`src/common/nn_pkg.sv`:
```
package nn_pkg;

    //////////////////////////////////////////////////////////////////////
    // Sizes
    //////////////////////////////////////////////////////////////////////

    // Neuron count, also the vector length
    localparam int unsigned num_neuron = 7;
    localparam int unsigned idx_w      = 3;
    localparam int unsigned layer_w    = 2;

    // Fixed-point formats
    localparam int unsigned data_w      = 9;
    localparam int unsigned data_frac   = 8;
    localparam int unsigned weight_w    = 17;
    localparam int unsigned weight_frac = 8;

    // Fraction bits of a data by weight product
    localparam int unsigned prod_frac = data_frac + weight_frac;

    // Seven 26-bit products fit in 29 bits
    localparam int unsigned acc_w = 30;

    typedef logic signed [data_w-1:0]   data_t;
    typedef logic signed [weight_w-1:0] weight_t;
    typedef logic signed [acc_w-1:0]    acc_t;

    // Saturation bounds in accumulator width
    localparam acc_t data_max = acc_t'((2 ** (data_w - 1)) - 1);
    localparam acc_t data_min = acc_t'(-(2 ** (data_w - 1)));

    // Sequencer counter limits
    localparam logic [idx_w-1:0] last_idx = idx_w'(num_neuron - 1);
    // Finish plus neuron and collector register stages
    localparam logic [idx_w-1:0] drain_last = idx_w'(2);

    //////////////////////////////////////////////////////////////////////
    // Encodings
    //////////////////////////////////////////////////////////////////////

    typedef enum logic {
        act_linear,
        act_relu
    } act_e;

    typedef enum logic [1:0] {
        seq_idle,
        seq_run,
        seq_finish
    } seq_state_e;

endpackage
```
`src/common/neuron_bus_if.sv`:
```
interface neuron_bus_if;
    import nn_pkg::*;

    // Accumulator clear, one cycle
    logic             clear;
    // Element strobe
    logic             mac_en;
    // Element index, selects the weight column
    logic [idx_w-1:0] idx;
    data_t            x;
    act_e             act;
    // Rescale and register the neuron outputs
    logic             finish;

    modport seq (
        output clear,
        output mac_en,
        output idx,
        output x,
        output act,
        output finish
    );

    modport neuron (
        input clear,
        input mac_en,
        input idx,
        input x,
        input act,
        input finish
    );

endinterface

```
`src/rtl/nn_forward.sv`:
```
module nn_forward (
    input  logic                                                      clk,
    input  logic                                                      arst_n,
    input  logic                                                      start,
    input  logic [nn_pkg::layer_w-1:0]                                layer_number,
    input  nn_pkg::act_e                                              act,
    input  nn_pkg::data_t [nn_pkg::num_neuron-1:0]                    start_input,
    input  nn_pkg::weight_t [nn_pkg::num_neuron-1:0][nn_pkg::num_neuron-1:0] weights,
    output logic                                                      busy,
    output nn_pkg::data_t [nn_pkg::num_neuron-1:0]                    final_output,
    output logic                                                      final_output_valid
);
    import nn_pkg::*;

    weight_t [num_neuron-1:0][num_neuron-1:0] weight_rows;
    data_t [num_neuron-1:0]                   y;
    logic [num_neuron-1:0]                    y_valid;
    data_t [num_neuron-1:0]                   feedback;

    neuron_bus_if nbus ();

    //////////////////////////////////////////////////////////////////////
    // Sequencer
    //////////////////////////////////////////////////////////////////////

    layer_sequencer u_seq (
        .clk          (clk),
        .arst_n       (arst_n),
        .start        (start),
        .layer_number (layer_number),
        .act          (act),
        .start_input  (start_input),
        .weights      (weights),
        .feedback     (feedback),
        .busy         (busy),
        .weight_rows  (weight_rows),
        .bus          (nbus)
    );

    // Neuron bank, one weight row each
    for (genvar i = 0; i < num_neuron; i++) begin : g_neuron
        neuron_mac u_neuron (
            .clk     (clk),
            .arst_n  (arst_n),
            .w_row   (weight_rows[i]),
            .bus     (nbus),
            .y       (y[i]),
            .y_valid (y_valid[i])
        );
    end

    //////////////////////////////////////////////////////////////////////
    // Collector
    //////////////////////////////////////////////////////////////////////

    output_collector u_collect (
        .clk                (clk),
        .arst_n             (arst_n),
        .y                  (y),
        .y_valid            (y_valid),
        .final_output       (final_output),
        .final_output_valid (final_output_valid),
        .feedback           (feedback)
    );

endmodule

```
`src/rtl/output_collector.sv`:
```
module output_collector (
    input  logic                                   clk,
    input  logic                                   arst_n,
    input  nn_pkg::data_t [nn_pkg::num_neuron-1:0] y,
    input  logic [nn_pkg::num_neuron-1:0]          y_valid,
    output nn_pkg::data_t [nn_pkg::num_neuron-1:0] final_output,
    output logic                                   final_output_valid,
    output nn_pkg::data_t [nn_pkg::num_neuron-1:0] feedback
);
    import nn_pkg::*;

    logic                   all_valid;
    logic                   valid_q;
    data_t [num_neuron-1:0] result_q;

    // Neurons finish together
    assign all_valid = &y_valid;

    //////////////////////////////////////////////////////////////////////
    // Result register
    //////////////////////////////////////////////////////////////////////

    // Feedback must read zero until the first layer completes
    always_ff @(posedge clk or negedge arst_n) begin
        if (!arst_n) begin
            result_q <= '0;
        end else if (all_valid) begin
            result_q <= y;
        end
    end

    always_ff @(posedge clk or negedge arst_n) begin
        if (!arst_n) begin
            valid_q <= 1'b0;
        end else begin
            valid_q <= all_valid;
        end
    end

    assign final_output       = result_q;
    assign final_output_valid = valid_q;

    // Same vector feeds the next layer
    assign feedback = result_q;

    a_valid_not_mixed : assert property (
        @(posedge clk) disable iff (!arst_n) (|y_valid) |-> (&y_valid)
    );

endmodule

```
`src/neuron/neuron_mac.sv`:
```
module neuron_mac (
    input  logic                                   clk,
    input  logic                                   arst_n,
    input  nn_pkg::weight_t [nn_pkg::num_neuron-1:0] w_row,
    neuron_bus_if.neuron                           bus,
    output nn_pkg::data_t                          y,
    output logic                                   y_valid
);
    import nn_pkg::*;

    weight_t w_sel;
    acc_t    product;
    acc_t    acc;
    acc_t    scaled;
    acc_t    clipped;
    data_t   result;

    //////////////////////////////////////////////////////////////////////
    // Multiply-accumulate
    //////////////////////////////////////////////////////////////////////

    // Weight column follows the broadcast index
    assign w_sel   = w_row[bus.idx];
    assign product = acc_t'(bus.x) * acc_t'(w_sel);

    always_ff @(posedge clk) begin
        if (bus.clear) begin
            acc <= '0;
        end else if (bus.mac_en) begin
            acc <= acc + product;
        end
    end

    //////////////////////////////////////////////////////////////////////
    // Output stage
    //////////////////////////////////////////////////////////////////////

    // Back to data fraction, rounds toward minus infinity
    assign scaled = acc >>> (prod_frac - data_frac);

    always_comb begin
        if (scaled > data_max) begin
            clipped = data_max;
        end else if (scaled < data_min) begin
            clipped = data_min;
        end else begin
            clipped = scaled;
        end
    end

    // ReLU on the saturated value
    assign result = ((bus.act == act_relu) && clipped[acc_w-1]) ? '0 : data_t'(clipped);

    always_ff @(posedge clk) begin
        if (bus.finish) begin
            y <= result;
        end
    end

    always_ff @(posedge clk or negedge arst_n) begin
        if (!arst_n) begin
            y_valid <= 1'b0;
        end else begin
            y_valid <= bus.finish;
        end
    end

    a_clear_not_mac : assert property (
        @(posedge clk) disable iff (!arst_n) !(bus.clear && bus.mac_en)
    );

endmodule

```
`src/rtl/layer_sequencer.sv`:
```
module layer_sequencer (
    input  logic                                                      clk,
    input  logic                                                      arst_n,
    input  logic                                                      start,
    input  logic [nn_pkg::layer_w-1:0]                                layer_number,
    input  nn_pkg::act_e                                              act,
    input  nn_pkg::data_t [nn_pkg::num_neuron-1:0]                    start_input,
    input  nn_pkg::weight_t [nn_pkg::num_neuron-1:0][nn_pkg::num_neuron-1:0] weights,
    input  nn_pkg::data_t [nn_pkg::num_neuron-1:0]                    feedback,
    output logic                                                      busy,
    output nn_pkg::weight_t [nn_pkg::num_neuron-1:0][nn_pkg::num_neuron-1:0] weight_rows,
    neuron_bus_if.seq                                                 bus
);
    import nn_pkg::*;

    seq_state_e                state;
    logic [idx_w-1:0]          idx;
    logic                      mac_en;
    logic                      finish;
    logic                      accept;
    act_e                      act_q;
    data_t [num_neuron-1:0]    src;

    // Start only counts while idle
    assign accept = start && (state == seq_idle);
    assign busy   = (state != seq_idle);

    //////////////////////////////////////////////////////////////////////
    // Control FSM
    //////////////////////////////////////////////////////////////////////

    always_ff @(posedge clk or negedge arst_n) begin
        if (!arst_n) begin
            state  <= seq_idle;
            idx    <= '0;
            mac_en <= 1'b0;
            finish <= 1'b0;
        end else begin
            finish <= 1'b0;
            unique case (state)
                seq_idle: begin
                    if (accept) begin
                        state  <= seq_run;
                        idx    <= '0;
                        mac_en <= 1'b1;
                    end
                end
                seq_run: begin
                    if (idx == last_idx) begin
                        state  <= seq_finish;
                        idx    <= '0;
                        mac_en <= 1'b0;
                        finish <= 1'b1;
                    end else begin
                        idx <= idx + 1'b1;
                    end
                end
                seq_finish: begin
                    // Hold busy until the collector has updated feedback
                    if (idx == drain_last) begin
                        state <= seq_idle;
                    end else begin
                        idx <= idx + 1'b1;
                    end
                end
                default: state <= seq_idle;
            endcase
        end
    end

    // Command latch
    always_ff @(posedge clk) begin
        if (accept) begin
            weight_rows <= weights;
            act_q       <= act;
            src         <= (layer_number == '0) ? start_input : feedback;
        end
    end

    //////////////////////////////////////////////////////////////////////
    // Broadcast to the neuron bank
    //////////////////////////////////////////////////////////////////////

    // Clear lands on the accept edge, before element 0
    assign bus.clear  = accept;
    assign bus.mac_en = mac_en;
    assign bus.idx    = idx;
    assign bus.x      = src[idx];
    assign bus.act    = act_q;
    assign bus.finish = finish;

    a_mac_en_in_run : assert property (
        @(posedge clk) disable iff (!arst_n) bus.mac_en |-> (state == seq_run)
    );

endmodule

```
`config.mk`:
```
export PLATFORM = sky130hd
export DESIGN_NAME = nn_forward
export DESIGN_NICKNAME = d
export VERILOG_FILES = /design/src/common/nn_pkg.sv /design/src/common/neuron_bus_if.sv /design/src/rtl/nn_forward.sv /design/src/rtl/output_collector.sv /design/src/neuron/neuron_mac.sv /design/src/rtl/layer_sequencer.sv
export SDC_FILE = /design/constraint.sdc
export NUM_CORES = 2
export LEC_CHECK = 0
export ABC_AREA = 1
export BUFFER_PORTS_ARGS = -buffer_cell sky130_fd_sc_hd__clkbuf_2
export CAP_MARGIN = 20
export CORE_UTILIZATION = 40
export DETAILED_ROUTE_END_ITERATION = 10
export PLACE_DENSITY_LB_ADDON = 0.08
export SYNTH_ARGS = -nofsm -noshare
export SYNTH_HDL_FRONTEND = slang
export SYNTH_SLANG_ARGS = --single-unit
```
`constraint.sdc`:
```
create_clock -name clk -period 51 [get_ports clk]
set_input_delay 5.1 -clock clk [delete_from_list [all_inputs] [get_ports clk]]
set_output_delay 5.1 -clock clk [all_outputs]
set_load 0.005 [all_outputs]
```
# Word level (Yosys, flattened, before mapping)
# Cells that the tools add are included.
# totals
ff_bits,1242
latch_bits,0
mem_bits_rw,0
mem_bits_ro,0
output_inout_bits,65
mem_count,0
# op_classes
addsub,8
n_mul,7
div,0
magnitude_cmp,15
eq_ne,8
shifts,0
muxes,44
bitwise_logic,0
reduce_logical,23
# op_table
op,n
$mux W30,14
$bmux W17 S3,7
$add A30 B26 Y30,7
$mul A9 B17 Y26,7
$gt A22 B9 Y1 const B,7
$lt A22 B9 Y1 const B,7
$mux W17,7
$mux W63,1
$bmux W9 S3,1
$reduce_or A2 Y1,7
$mux W3,3
$mux W9,1
$pmux W3 S3,1
$reduce_and A3 Y1,3
$logic_and A1 B1 Y1,8
$mux W2,3
$ne A2 B1 Y1 const B,3
$pmux W2 S3,1
$logic_not A2 Y1,2
$lt A3 B4 Y1 const B,1
$mux W1,4
$reduce_bool A2 Y1,2
$add A3 B1 Y3 const B,1
$eq A3 B2 Y1 const B,1
other kinds (6),6

# Depth between registers and ports, before layout
# logic_depth
word_depth,5
ltp_mapped,34
ltp_nobuf,30

# Hierarchy
# A second synthesis with hierarchy kept.
# hier_totals
hier_cells,11527
hier_area_um2,103010.0
# modules_own_cells
module,n_inst,cells_per_inst,area_each_um2
layer_sequencer,1,1171,29085.4
neuron_mac (g_neuron[0].u_neuron ...),2,1427,10229.8
neuron_mac (g_neuron[3].u_neuron ...),2,1433,10144.7
neuron_mac (g_neuron[2].u_neuron),1,1438,10095.9
neuron_mac (g_neuron[5].u_neuron),1,1432,10023.4
neuron_mac (g_neuron[6].u_neuron),1,1424,10013.4
output_collector,1,342,3042.9

# Least setup slack after synthesis
# No wires, ideal clock.
# synth_timing
kind,input to register
start,input port start
end,"register u_seq.act_q (netlist: u_seq.bus.act), enable pin"
setup_ps,1612
arrival_ps,29878
required_time_ps,49388
path_slack_ps,19510
cell_stages,4
path_buffers,2
path_cell_list,nand2_1 -> inv_2 -> clkbuf_1 -> clkbuf_1
# synth_via
elab_chain_cells,1
# synth_rtl
item,line,source
start: declaration,nn_forward.sv:4,"input logic start,"
$logic_and A1 B1 Y1,layer_sequencer.sv:25,assign accept = start && (state == seq_idle);
named net g_neuron[0].u_neuron.bus.clear,neuron_bus_if.sv:25,"input clear,"
end signal: assignment,layer_sequencer.sv:75,act_q <= act;
end: declaration,layer_sequencer.sv:21,act_e act_q;
# The timed path passes the listed nets, and every way through them passes these cells.
# A chain may end at the register's enable or synchronous reset.

# Worst setup path in the final report
# layout_timing
start,register u_seq.idx[0] (netlist: u_seq.bus.idx[0])
end,register g_neuron[2].u_neuron.acc[25]
# layout_via
elab_chain_cells,4
# layout_rtl
item,line,source
start: declaration,layer_sequencer.sv:17,logic [idx_w-1:0] idx;
start signal: assignment,layer_sequencer.sv:55,idx <= idx + 1'b1;
start signal: assignment,layer_sequencer.sv:63,idx <= idx + 1'b1;
$bmux W9 S3 or $bmux W17 S3 (tied branches),"layer_sequencer.sv:88, neuron_mac.sv:23",
$mux W9 (implied by the code) or $mux W17 (tied branches),"layer_sequencer.sv:88, neuron_mac.sv:23",
$mul A9 B17 Y26 (*),neuron_mac.sv:24,assign product = acc_t'(bus.x) * acc_t'(w_sel);
$add A30 B26 Y30 (*),neuron_mac.sv:30,acc <= acc + product;
end signal: assignment,neuron_mac.sv:30,
end: declaration,neuron_mac.sv:13,acc_t acc;
# Every way passes the cells marked *; elsewhere a longest branch is shown, timed or not. The select of a mux whose other input is x is not followed.

==> results.ini <==
[die]
die_h_um = 503
core_sq_um = 249000
die_w_um = 503
ios = 967
die_area_sq_um = 253000
initial_core_util = 0.403
rows = 183

[timing]
tightest_slew_ps = 1210
tns_ps = 0
setup_viol = 0
relSlewSlack = 0.194
setup_ws_ps = 42430
hold_violations = 0
rsz0062_at_grt = no
skew_ps = 101
period_minus_slack_ps = 8570
max_freq_mhz = 117
post-route-period-util = 0.168
slew_violations = 0

[clock_network]
ctsResizeCount = 0
cts_buffer_depth = 3
clkSlewWorstSetupHoldPaths_ps = 60
cts_tree = yes
clk_latency_ps = 870
cts_hold_buf = 0
post_cts_buffers = 0
cts.sinks = 1242
cts_root_buf = clkbuf_16
h-tree-depth = 4
numCtsBuffers = 154

[place]
io_buffers = 966
hpwl_um = 295000
gp_congestion = 0.925
pre_cts_ws_ps = 42320
place_inst = 15600

[drt]
wl_um = 375000
drt_iter0_markers = 6209
drc = 0
vias_per_cell = 5.06
vias = 80800
wire_per_inst_um = 23.5
firstDrtPassIters = 8
drtAntennaViolNets = 0

[synth]
ys_seq_area_frac = 0.346
synth_cell_type_count = 44
synthArstFlopShare = 0.0580
netlist_area_sq_um = 101000
ys_seq_elements = 1242
synth_top_flop_cell = edfxtp_1
ys_warn_count = 0
synth_nets = 14200
syn_area_per_cell_sq_um = 8.61
synth_top_cells_by_area = edfxtp_1 29%, fa_1 22%, nand2_1 9.7%, inv_1 9.4%, ha_1 6.5%
synth_top_area_frac = 0.287
syn_inst = 11700
synth-edff-count = 960
yosys.area.top_type = edfxtp_1

[flow_run]
maxCapViolations = 0

[grt]
grt_max_degree = 203
antenna_found_initial = 90
grt_pass1_wl_um = 554000
track_usage = 0.299
grt_overflow = 0
grt_pass1_vias = 83200

[finish]
fillers = 24900
nets = 15000
fin_cells = 16000
drive_gt1_frac = 0.113
syn_to_final_growth_pct = 12.9

[hold_path]
hp-class = reg -> reg
min_from = g_neuron[6].u_neuron.y[5]

[worst_setup_path]
end_kind = register
cp-start-kind = register
r2r-start = u_seq.bus.idx[0]
required_ps = 51680
worstPathMaxFanout = 142
timing_worst_setup_path_type = reg -> reg
cp.arrival_ps = 9250
crit_start = u_seq.bus.idx[0]

[outcome]
status = finished, final reports clean

[critical path: stages, from the launching register on]
cell and delay [ps]:
dfrtp_4 660, inv_8 500, buf_12 390, buf_4 820, o21ai_0 180, o221ai_1 290, o21ai_2 360, inv_1 320
nand2_1 190, fa_1 740, inv_1 100, fa_1 690, fa_1 460, inv_1 70, fa_1 430, fa_1 500
inv_1 40, ha_1 450, nand2_1 150, nor2_1 230, nand2_1 100, nor2_1 110, nand2_1 80, nand4_1 110
nand3_1 80, nand2_1 90, inv_1 40
[flip-flops by register name, summed over array words and instances, names as in the netlist, 2 cells and up]
register / cells
u_seq.state: 2
u_seq.bus.idx: 3
u_collect.feedback: 63
g_neuron.u_neuron.acc: 210
u_seq.src: 63
g_neuron.u_neuron.y: 63
u_seq.weight_rows: 833
[cells in the final DEF (no fill, tap or decap), types with 31 or more instances in the layout]
cell type	Yosys	final
o22ai_1	127	127
dfxtp_1	210	210
o21ai_0	795	795
inv_1	2516	2513
clkbuf_2	8	965
inv_2	95	91
dfrtp_1	72	66
diode_2	0	53
xor2_1	87	87
nor2_1	1301	1300
clkbuf_1	179	31
o31ai_1	53	53
fa_1	1106	1106
a21oi_1	219	219
nand2_1	2602	2598
ha_1	524	524
nand4_1	49	49
buf_4	82	62
clkbuf_16	0	154
edfxtp_1	960	960
nand3_1	387	387
[cells by family after synthesis]
group	after synthesis	synth area share
adder cells (fa/ha/maj)	1630	0.285
AND/OR/NAND/NOR	4440	0.174
buffers and inverters	3015	0.119
AO/OA/AOI/OAI	1252	0.0666
flip-flops	1242	0.346
XOR/XNOR	103	0.00897
[Yosys cell counts (82+ instances only)]
master	number
edfxtp_1	960
clkbuf_1	179
nand2_1	2602
nor2_1	1301
ha_1	524
inv_1	2516
nand3_1	387
o21ai_0	795
fa_1	1106
buf_4	82
o22ai_1	127
buf_2	98
dfxtp_1	210
a21oi_1	219
xor2_1	87
inv_2	95
[worst paths after layout]
path / slack, ps / end / depth (start not counted)
worst min register to register: 450 / u_collect.feedback[59] / 2
max in group asynchronous: 45560 / u_seq.bus.mac_en / 2
min in group asynchronous: 4240 / u_collect.feedback[21] / 1
worst max register to register: 42430 / g_neuron[2].u_neuron.acc[25] / 26
worst max-delay path: 42430 / g_neuron[2].u_neuron.acc[25] / 26
worst min-delay path: 450 / u_collect.feedback[59] / 2
[stage by stage]
stage               cell area (sq um)  utilization  hold slack, ps
floorplan                      101000            -             352
global placement               108000        0.434             436
detailed placement             108000        0.434             442
CTS                            113000        0.455             457
global route                   113000        0.455             491
finish                         114000        0.455             451
[routing by layer]
metal	up-vias	GRT usage	wire length, um
met2	2464	0.505	181000
met4	38	0.113	14500
li1	37500	-	-
met1	40300	0.382	156000
met5	-	0	239
met3	547	0.0525	23800
[cell type report]
type / instances / area (sq um) / share of cell area
well taps: 3330 / 4170 / 0.0367
inverters: 2611 / 9840 / 0.0867
multi-input cells: 7425 / 53900 / 0.475
repair buffers: 1036 / 5480 / 0.0483
diodes: 53 / 133 / 0.00117
clock buffers: 189 / 4030 / 0.0355
flip-flops and latches: 1242 / 34900 / 0.307
clock inverters: 90 / 1160 / 0.0102
Power is not shown: default switching activity piles up to over one toggle a cycle in this logic, so the estimate is an artifact.
